--- src/hdl/frontend_pkg.sv ---
`default_nettype none

package frontend_pkg;

    // instruction side widths
    typedef logic [31:0] addr_t;
    typedef logic [31:0] instr_t;
    typedef logic [6:0]  opcode_t;

    // 2-bit saturating counter, msb set means predict taken
    typedef enum logic [1:0] {
        strong_not_taken = 2'b00,
        weak_not_taken   = 2'b01,
        weak_taken       = 2'b10,
        strong_taken     = 2'b11
    } ctr_state_t;

    // rv32i opcodes handled by the front end
    localparam opcode_t OPCODE_BRANCH = 7'b1100011;  // beq, bne, blt ...
    localparam opcode_t OPCODE_JAL    = 7'b1101111;

    localparam addr_t RESET_PC = 32'h0000_0000;

    // predictor geometry
    // bank from pc[3:2], entry from pc[7:4]
    localparam int NUM_BANKS    = 4;
    localparam int BANK_ENTRIES = 16;
    localparam int BANK_SEL_W   = $clog2(NUM_BANKS);
    localparam int ENTRY_SEL_W  = $clog2(BANK_ENTRIES);

    localparam ctr_state_t CTR_RESET = weak_not_taken;

endpackage

`default_nettype wire
--- src/hdl/predict_if.sv ---
`timescale 1ns/1ps
`default_nettype none

interface predict_if;
    import frontend_pkg::*;

    addr_t lookup_pc;     // pc being fetched
    logic  lookup_taken;  // comb answer, no handshake

    logic  update_valid;  // one step per cycle while high
    addr_t update_pc;     // pc of the resolved branch
    logic  update_taken;

    modport fetch (
        output lookup_pc,
        output update_valid,
        output update_pc,
        output update_taken,
        input  lookup_taken
    );

    modport predictor (
        input  lookup_pc,
        input  update_valid,
        input  update_pc,
        input  update_taken,
        output lookup_taken
    );

endinterface

`default_nettype wire

--- src/hdl/frontend_top.sv ---
`timescale 1ns/1ps
`default_nettype none

module frontend_top (
    input  wire                       clk,
    input  wire                       reset_n,
    input  wire frontend_pkg::instr_t instr,        // word at address, same cycle
    input  wire                       pc_write,
    input  wire                       ex_taken,     // outcome of the branch in execute
    output frontend_pkg::addr_t       address,
    output logic                      if_id_flush,
    output logic                      id_ex_flush
);

    predict_if pred_bus ();

    // pc, slots, redirect and flush
    fetch_stage u_fetch (
        .clk         (clk),
        .reset_n     (reset_n),
        .instr       (instr),
        .pc_write    (pc_write),
        .ex_taken    (ex_taken),
        .pred        (pred_bus.fetch),
        .address     (address),
        .if_id_flush (if_id_flush),
        .id_ex_flush (id_ex_flush)
    );

    // banked 2-bit counters
    branch_predictor u_predictor (
        .clk     (clk),
        .reset_n (reset_n),
        .pred    (pred_bus.predictor)
    );

endmodule

`default_nettype wire

--- src/hdl/fetch_stage.sv ---
`timescale 1ns/1ps
`default_nettype none

module fetch_stage (
    input  wire                       clk,
    input  wire                       reset_n,
    input  wire frontend_pkg::instr_t instr,
    input  wire                       pc_write,
    input  wire                       ex_taken,
    predict_if.fetch                  pred,
    output frontend_pkg::addr_t       address,
    output logic                      if_id_flush,
    output logic                      id_ex_flush
);
    import frontend_pkg::*;

    addr_t   pc_reg;
    addr_t   pc_next;
    opcode_t opcode;
    logic    is_branch;
    logic    is_jal;
    addr_t   offset_0;  // sign extended B or J immediate

    // slot one (decode) and slot two (execute)
    logic  s1_valid, s2_valid;
    logic  s1_branch, s2_branch;
    addr_t s1_pc, s2_pc;
    addr_t s1_offset, s2_offset;
    logic  s1_pred, s2_pred;

    logic  resolve;
    logic  mispredict;
    addr_t redirect_pc;

    assign opcode    = instr[6:0];
    assign is_branch = (opcode == OPCODE_BRANCH);
    assign is_jal    = (opcode == OPCODE_JAL);

    always_comb begin
        case (opcode)
            OPCODE_BRANCH: offset_0 = {{20{instr[31]}}, instr[7], instr[30:25],
                                       instr[11:8], 1'b0};
            OPCODE_JAL:    offset_0 = {{12{instr[31]}}, instr[19:12], instr[20],
                                       instr[30:21], 1'b0};
            default:       offset_0 = '0;
        endcase
    end

    assign pred.lookup_pc = pc_reg;

    // branch in execute gets its outcome this cycle
    assign resolve    = pc_write && s2_valid && s2_branch;
    assign mispredict = resolve && (ex_taken != s2_pred);

    // target from the branch's own pc rather than the fetch pc
    assign redirect_pc = ex_taken ? s2_pc + s2_offset : s2_pc + 32'd4;

    assign if_id_flush = mispredict;
    assign id_ex_flush = mispredict;

    // counter trained on every resolution whether right or wrong
    assign pred.update_valid = resolve;
    assign pred.update_pc    = s2_pc;
    assign pred.update_taken = ex_taken;

    always_comb begin
        if (!pc_write) begin
            pc_next = pc_reg;  // stall
        end else if (mispredict) begin
            pc_next = redirect_pc;
        end else if (is_jal || (is_branch && pred.lookup_taken)) begin
            pc_next = pc_reg + offset_0;  // jal or predicted taken branch
        end else begin
            pc_next = pc_reg + 32'd4;
        end
    end

    always_ff @(posedge clk or negedge reset_n) begin
        if (!reset_n) begin
            pc_reg   <= RESET_PC;
            s1_valid <= 1'b0;
            s2_valid <= 1'b0;
        end else begin
            pc_reg <= pc_next;
            if (pc_write) begin
                // a flush kills both younger slots
                s1_valid <= !mispredict;
                s2_valid <= s1_valid && !mispredict;
            end
        end
    end

    // slot payload shifts along with the pipeline
    always_ff @(posedge clk) begin
        if (pc_write) begin
            s1_branch <= is_branch;
            s1_pc     <= pc_reg;
            s1_offset <= offset_0;
            s1_pred   <= pred.lookup_taken;
            s2_branch <= s1_branch;
            s2_pc     <= s1_pc;
            s2_offset <= s1_offset;
            s2_pred   <= s1_pred;
        end
    end

    assign address = pc_reg;

endmodule

`default_nettype wire

--- src/hdl/branch_predictor.sv ---
`timescale 1ns/1ps
`default_nettype none

module branch_predictor (
    input  wire         clk,
    input  wire         reset_n,
    predict_if.predictor pred
);
    import frontend_pkg::*;

    logic [BANK_SEL_W-1:0]  lookup_bank;
    logic [ENTRY_SEL_W-1:0] lookup_entry;
    logic [BANK_SEL_W-1:0]  update_bank;
    logic [ENTRY_SEL_W-1:0] update_entry;

    logic [NUM_BANKS-1:0] bank_taken;  // rd_taken of every bank
    logic [NUM_BANKS-1:0] bank_wr;

    // pc[1:0] is always zero, bank bits start at 2
    assign lookup_bank  = pred.lookup_pc[2 +: BANK_SEL_W];
    assign lookup_entry = pred.lookup_pc[2 + BANK_SEL_W +: ENTRY_SEL_W];
    assign update_bank  = pred.update_pc[2 +: BANK_SEL_W];
    assign update_entry = pred.update_pc[2 + BANK_SEL_W +: ENTRY_SEL_W];

    genvar b;
    generate
        for (b = 0; b < NUM_BANKS; b++) begin : g_bank
            // only the bank owning update_pc steps its counter
            assign bank_wr[b] = pred.update_valid && (update_bank == BANK_SEL_W'(b));

            predictor_bank u_bank (
                .clk      (clk),
                .reset_n  (reset_n),
                .rd_index (lookup_entry),
                .rd_taken (bank_taken[b]),
                .wr_en    (bank_wr[b]),
                .wr_index (update_entry),
                .wr_taken (pred.update_taken)
            );
        end
    endgenerate

    assign pred.lookup_taken = bank_taken[lookup_bank];  // pick the bank of the fetch pc

endmodule

`default_nettype wire

--- src/hdl/predictor_bank.sv ---
`timescale 1ns/1ps
`default_nettype none

module predictor_bank (
    input  wire                                clk,
    input  wire                                reset_n,
    input  wire [frontend_pkg::ENTRY_SEL_W-1:0] rd_index,
    output logic                               rd_taken,
    input  wire                                wr_en,
    input  wire [frontend_pkg::ENTRY_SEL_W-1:0] wr_index,
    input  wire                                wr_taken
);
    import frontend_pkg::*;

    ctr_state_t ctr [BANK_ENTRIES];
    ctr_state_t ctr_cur;
    ctr_state_t ctr_nxt;

    // old value on a same-cycle write, no bypass
    assign rd_taken = ctr[rd_index][1];

    assign ctr_cur = ctr[wr_index];

    // one step toward the outcome, saturating at both ends
    always_comb begin
        ctr_nxt = ctr_cur;
        case (ctr_cur)
            strong_not_taken: ctr_nxt = wr_taken ? weak_not_taken : strong_not_taken;
            weak_not_taken:   ctr_nxt = wr_taken ? weak_taken     : strong_not_taken;
            weak_taken:       ctr_nxt = wr_taken ? strong_taken   : weak_not_taken;
            strong_taken:     ctr_nxt = wr_taken ? strong_taken   : weak_taken;
            default:          ctr_nxt = CTR_RESET;
        endcase
    end

    always_ff @(posedge clk or negedge reset_n) begin
        if (!reset_n) begin
            for (int i = 0; i < BANK_ENTRIES; i++) begin
                ctr[i] <= CTR_RESET;
            end
        end else if (wr_en) begin
            ctr[wr_index] <= ctr_nxt;
        end
    end

endmodule

`default_nettype wire

--- config.mk ---
export PLATFORM = sky130hd
export DESIGN_NAME = frontend_top
export DESIGN_NICKNAME = d
export VERILOG_FILES = /design/src/hdl/frontend_pkg.sv /design/src/hdl/predict_if.sv /design/src/hdl/frontend_top.sv /design/src/hdl/fetch_stage.sv /design/src/hdl/branch_predictor.sv /design/src/hdl/predictor_bank.sv
export SDC_FILE = /design/constraint.sdc
export NUM_CORES = 1
export LEC_CHECK = 0
export BUFFER_PORTS_ARGS = -buffer_cell sky130_fd_sc_hd__buf_2
export CAP_MARGIN = 15
export CORE_UTILIZATION = 27
export DETAILED_ROUTE_END_ITERATION = 7
export GPL_TIMING_DRIVEN = 0
export PLACE_DENSITY = 0.49
export SETUP_SLACK_MARGIN = 0.15
export SYNTH_ARGS = -nofsm -noshare
export SYNTH_HDL_FRONTEND = slang
export SYNTH_SLANG_ARGS = --single-unit
--- constraint.sdc ---
create_clock -name clk -period 4.55 [get_ports clk]
set_input_delay 0.6825 -clock clk [delete_from_list [all_inputs] [get_ports clk]]
set_output_delay 0.6825 -clock clk [all_outputs]
set_load 0.01 [all_outputs]
Yosys cells after proc, flatten, opt, wreduce, memory -nomap -nowiden

Index checks and enable logic that the tools add are counted.

Bits in registers: 294
Bits in latches: 0
Memory bits (writable): 0
Memory bits (read-only): 0
Input bits: 36
Output and inout port bits: 34
Logic and storage cells: 164
Memories: 0

Add/sub/neg operators: 4
Multiply operators: 0
Divide/modulo/power cells: 0
Magnitude comparators: 4
Equality and inequality tests: 18
Shifts and indexed selects: 0
Muxes and demuxes: 44
Bitwise operators: 2
Reduce and logical (&&, ||, !) cells: 17

Operator list:

| operator                                                               | count |
|---|---|
| 32-bit bitwise mux                                                     | 4 |
| 32-bit two-way mux                                                     | 3 |
| 32-bit by 3-bit adder with 32-bit output (second input constant)       | 2 |
| 32-bit adder                                                           | 2 |
| 2-bit binary-select mux with 4-bit select                              | 8 |
| 32-bit one-hot mux with 2 select lines                                 | 1 |
| 2-bit two-way mux                                                      | 19 |
| 2-bit one-hot mux with 4 select lines                                  | 4 |
| 2-bit equality test (second input constant)                            | 10 |
| 7-bit equality test (second input constant)                            | 2 |
| 2-bit by 1-bit equality test with 1-bit output (second input constant) | 5 |
| 5-bit >= comparator (second input constant)                            | 2 |
| 1-bit logical AND                                                      | 10 |
| 2-bit zero test                                                        | 5 |
| 4-bit NOT with 5-bit output                                            | 2 |
| 2-bit demux with 4-bit select                                          | 1 |
| 5-bit by 1-bit < comparator with 1-bit output (second input constant)  | 1 |
| 2-bit by 3-bit < comparator with 1-bit output (second input constant)  | 1 |
| 1-bit two-way mux                                                      | 3 |
| 1-bit binary-select mux with 2-bit select                              | 1 |
| 1-bit zero test                                                        | 1 |
| 1-bit logical OR                                                       | 1 |
| 1-bit inequality test                                                  | 1 |

Depth between registers and ports, before layout

Word-level depth: 10
Gate-level depth with buffers: 18
Gate-level depth less buffers: 17

Cells and area by module

A second synthesis with hierarchy kept.

Cell total of the unflattened synthesis: 1478
Area total of the unflattened synthesis: 16659.7 um2

By module, submodules not included:

| module           | instances | cells each | area an instance (um2) | sequential area each (um2) |
|---|---|---|---|---|
| fetch_stage      | 1         | 989        | 9674.3                 | 4093.9 |
| predictor_bank   | 4         | 121        | 1732.9                 | 820.8 |
| branch_predictor | 1         | 5          | 53.8                   | 0.0 |

Worst setup path before layout

OpenSTA, ideal clock, no wires.

Path kind: input -> register
From: in instr[5]
To: reg u_fetch.pc_reg[27], in the netlist u_fetch.address[27]
Setup time: 129 ps
Data arrival time: 4125 ps
Required time: 4421 ps
Path slack: 296 ps
Stages: 18
Buffers on the path: 2
Cells stage by stage: nand4_1 > nor2_1 > and3_1 > clkbuf_1 > clkbuf_1 > a22o_1 > ha_1 > inv_1 > fa_1 > nand2b_1 > a21o_1 > a211oi_1 > a2111oi_0 > or4_1 > a22o_1 > mux2i_1 > o31a_1 > nand3_1

Longest elaborated chain between the ends: 5
Elaborated cells on any way between the ends: 8
Classes of those cells: add/sub (1); eq/ne (2); mux (3); reduce/logical (2)

RTL lines:

| element                                  | RTL line          | source |
|---|---|---|
| from (decl)                              | frontend_top.sv:7 | `input wire frontend_pkg::instr_t instr,` |
| 7-bit equality test                      | fetch_stage.sv:40 | `case (opcode)` |
| 32-bit one-hot mux with 2 select lines * | fetch_stage.sv:40 |  |
| named net u_fetch.offset_0[1]            | fetch_stage.sv:22 | `addr_t offset_0;` |
| 32-bit adder *                           | fetch_stage.sv:72 | `pc_next = pc_reg + offset_0;` |
| 32-bit two-way mux *                     | fetch_stage.sv:71 | `end else if (is_jal \|\| (is_branch && pred.lookup_taken)) begin` |
| 32-bit two-way mux *                     | fetch_stage.sv:69 | `end else if (mispredict) begin` |
| to (signal assigned)                     | fetch_stage.sv:84 | `pc_reg <= pc_next;` |
| to (decl)                                | fetch_stage.sv:17 | `addr_t pc_reg;` |

The timed path passes the listed nets; every way through them passes the cells marked *.
A chain may end at the register's enable or synchronous reset.

Final worst setup path

From: reg u_fetch.pc_reg[7], in the netlist u_fetch.address[7]
To: reg u_fetch.pc_reg[6], in the netlist u_fetch.address[6]

Longest elaborated chain between the ends: 10
Elaborated cells on any way between the ends: 19
Classes of those cells: mux (16); bitwise (1); reduce/logical (2)

RTL lines:

| element                                               | RTL line               | source |
|---|---|---|
| 4-bit NOT with 5-bit output (implied by the code) *   | predictor_bank.sv:20   | `assign rd_taken = ctr[rd_index][1];` |
| 2-bit binary-select mux with 4-bit select             | predictor_bank.sv:20   |  |
| 2-bit two-way mux (implied by the code) (2 in series) | predictor_bank.sv:20   |  |
| 1-bit binary-select mux with 2-bit select *           | branch_predictor.sv:43 | `assign pred.lookup_taken = bank_taken[lookup_bank];` |
| 1-bit two-way mux (implied by the code) *             | branch_predictor.sv:43 |  |
| 1-bit logical AND *                                   | fetch_stage.sv:71      |  |
| 1-bit logical OR *                                    | fetch_stage.sv:71      |  |
| 32-bit two-way mux *                                  | fetch_stage.sv:71      |  |
| 32-bit two-way mux *                                  | fetch_stage.sv:69      |  |

Mark *: on every way between the ends. The rest lies on a longest branch, timed or not. The select of a mux whose other input is x is not followed.

==> qor.csv <==
stage,metric,value,unit
worst_setup_path,critical path launch point type,flip-flop,
finish,post-layout util,31.71,%
finish,share of layout cells above drive strength 1,26.48,%
detailed_routing,residual DRC count,0,
worst_setup_path,crit-path max FO,10,
sta,Final Hold Slack,70.90,ps
synth,Cells after Synth,1434,
synth,Post-Synth XOR/XNOR Area,4.400,%
sta,Fin. Hold Viols,0,
sta,Sum Neg Setup Slack,0,ps
placement,DP HPWL,38070,um
synth,adder-cell share of the synthesized area,4.936,%
power,NetSw,2.851,mW
sta,top achievable clock speed,233.6,MHz
floorplan,die width,246.4,um
power,Switching Share,34.72,%
floorplan,row count,89,
power,total power,8.211,mW
synth,Post-synth EDFFs,108,
power,cell-internal power,5.360,mW
global_route,initial antenna violation count,0,
synth,post-synth top area share,20.11,%
finish,Area Overhead vs Synth,16.06,%
worst_setup_path,Worst Setup SP,u_fetch.address[7],
sta,Clock Skew,31.84,ps
clock_tree,Clock Tree Root,clkbuf_16,
worst_setup_path,Setup CP Type,flip-flop to flip-flop,
power,Reg power frac,40.7,%
worst_setup_path,R2R depth,12,
worst_setup_path,Critical Path RT,4920,ps
synth,commonest cells in the netlist,"nand2_1, mux2_2, edfxtp_1",
power,Clk pwr share,32.5,%
run_status,status,"complete, no violations",
finish,# diodes,0,
floorplan,Core Region,0.05902,sq mm
synth,Post-Synth Simple-Gate Area,12.98,%
synth,"Cell Area, Synth",0.01612,sq mm
detailed_routing,routed wire length,52340,um
global_route,number of global-route vias before repair,12470,
sta,RSZ-0062 raised after global routing,true,
synth,synthesized area per cell,11.24,sq um
synth,Compound-Gate Fraction of Synth Area,12.08,%
clock_tree,CTS tree,built,
synth,Synth warnings,0,
synth,largest cells by area after synthesis,"edfxtp_1, dfrtp_1, dfstp_2",
placement,GPL Wtd Cong,0.9016,
synth,post-synthesis mux area share,17.25,%
floorplan,Starting Density,27.32,%
synth,"Async S/R FF share, synth",60.00,%
clock_tree,clock-pin slew on the worst setup and hold paths,60,ps
worst_setup_path,flop2flop setup slack,270,ps
clock_tree,Clock Sinks,270,
synth,#FFs+latches synth,270,
detailed_routing,Avg WL per Cell,22.33,um
sta,setup violators final,0,
floorplan,Die Y,246.4,um
power,Max IR drop VDD,0.3210,mV
detailed_routing,Via Count,12350,
synth,most common cell in the netlist,nand2_1,
global_route,largest net degree at the start of global routing,108,
synth,Yosys cell types,81,
run,Max Cap Violations,0,
power,P per Cell Area,438.8,mW/mm^2
global_route,GRT overflow,0,
power,Logic pwr share,26.8,%
placement,DP Worst Slack,-1017,ps
synth,largest family of logic cells by synthesized area,multiplexers,
sta,Worst-Margin Slew,1147,ps
detailed_routing,ANT nets after route,0,
power,leak pwr,7.417,nW
detailed_routing,first-pass detailed-route iteration total,5,
sta,fin. max-slew vios,0,
floorplan,die area,0.06070,sq mm
clock_tree,H-Tree Depth,2,
clock_tree,Num CTS Buffers,34,
sta,Setup WS post-layout,269.5,ps
worst_setup_path,worst r2r src,u_fetch.address[7],
floorplan,io pins,70,
clock_tree,clock latency on the worst-skew pair,550,ps
synth,syn_nets,1526,
finish,Nets,1637,
clock_tree,hold_buf cts,0,
sta,part of the cycle the worst path needs,94.08,%
worst_setup_path,Setup crit end kind,flip-flop,
hold_path,Tightest Hold Check Type,input port to asynchronous set/reset pin,
synth,commonest register cell after synthesis,edfxtp_1,
synth,largest area contributor in the netlist,edfxtp_1,
synth,post-synthesis sequential area ratio,45.76,%
sta,min Tclk post-route,4281,ps
detailed_routing,drt first-iter violations,817,
global_route,first-pass GRT wire length,78210,um
global_route,GRT Total Usage,17.29,%
detailed_routing,Vias per Instance,5.269,
sta,Rel. slew slack,23.51,%
clock_tree,Clock Tree Buf Depth,3,
worst_setup_path,Worst EP arrival,4650,ps
placement,port bufs,69,
worst_setup_path,reg2reg end,u_fetch.address[6],
[power by group through the flow]
stage	sequential [mW]	clock (mW)	combinational, mW
3_5_place_dp	3.38	0	2.17
6_report	3.34	2.67	2.20
4_1_cts	3.34	2.75	2.18
3_3_place_gp	3.38	0	2.14
2_1_floorplan	3.27	0	1.43
5_1_grt	3.39	2.84	2.41
[flip-flops by register name, summed over array words and instances, names as in the netlist]
signal and count:
u_fetch.s1_valid 1, u_fetch.s2_pred 1, u_fetch.s2_offset 20, u_fetch.s1_pc 32, u_fetch.s2_branch 1, u_fetch.pred.update_pc 32, u_predictor.g_bank.u_bank.ctr 128, u_fetch.s1_branch 1
u_fetch.s1_offset 20, u_fetch.s2_valid 1, u_fetch.s1_pred 1, u_fetch.address 32
[routing by layer]
metal | GRT usage, % | vias to the layer above | part of all wire, %
li1 | - | 5638 | -
met1 | 22.58 | 6235 | 44
met2 | 27.78 | 396 | 47
met3 | 3.736 | 81 | 6.4
met4 | 6.681 | 0 | 3.2
met5 | 0 | - | 0
[worst max-delay path by stage]
stage          cells past startpoint  slack (ps)                  end
5_1_grt                           19         150  u_fetch.address[27]
3_5_place_dp                      19       -1020  u_fetch.address[27]
4_1_cts                           19          30  u_fetch.address[27]
6_report                          12         270   u_fetch.address[6]
2_1_floorplan                     18         300  u_fetch.address[27]
3_3_place_gp                       8       -1380          if_id_flush
[final cells by class]
class | count | area, sq um
fillers | 6020 | 40310
multi-input cells | 1061 | 8408
flip-flops and latches | 270 | 7377
well taps | 773 | 967.2
clock buffers | 46 | 937.1
repair buffers | 75 | 447.9
plain buffers | 68 | 305.3
clock inverters | 16 | 135.1
inverters | 35 | 135.1
[worst max-delay path, stage by stage, from the launching register on]
cell and delay [ps]:
dfrtp_1 720, clkbuf_1 480, nand3_1 360, o21ai_0 260
nor2_1 100, a211oi_1 560, or3_1 210, buf_6 140
clkbuf_1 540, clkbuf_2 400, nand2_1 90, o211ai_1 110
o221ai_1 140
[logic make-up after synthesis]
logic type | Yosys count
flops | 270
simple gates | 437
buf+inv | 103
mux | 199
fa+ha+maj | 64
xor+xnor | 81
compound gates | 280
[stage by stage]
| stage | instance area, sq um | instances |
|---|---|---|
| 2_1_floorplan | 16120 | 1434 |
| 3_3_place_gp | 17440 | 2276 |
| 3_5_place_dp | 17510 | 2279 |
| 4_1_cts | 18600 | 2341 |
| 5_1_grt | 18710 | 2344 |
| 6_report | 18710 | 2344 |
[what timing repair did]
item	4_1_cts	5_1_grt
hold endpoints to repair	0	0
endpoints found under the setup margin	21	22
gates resized for setup	7	23
buffers inserted	0	2
[placed cells by master, fill, tap and decap left out, types with 6 or more instances in the layout]
master,count
o2111ai_1,7
inv_1,34
dfstp_2,64
nor2b_1,13
and3_1,19
clkbuf_1,57
a31oi_1,12
a21o_1,28
dfrtp_1,98
o211ai_1,15
clkbuf_16,35
nand4_1,15
nand2_1,144
mux4_2,50
nand3_1,37
o221ai_1,9
a21oi_1,55
mux2_2,131
xor2_1,27
edfxtp_1,108
a211oi_1,12
or2_2,6
ha_1,54
and4_1,6
clkinv_2,6
maj3_1,8
buf_2,71
or3_1,14
nor3_1,28
and2_1,17
xnor2_1,54
nor2_1,102
o21a_1,11
nand2b_1,8
o21ai_0,50
mux2i_1,18
a22o_1,12
a221o_1,6
(Power assumes the default switching activity.)
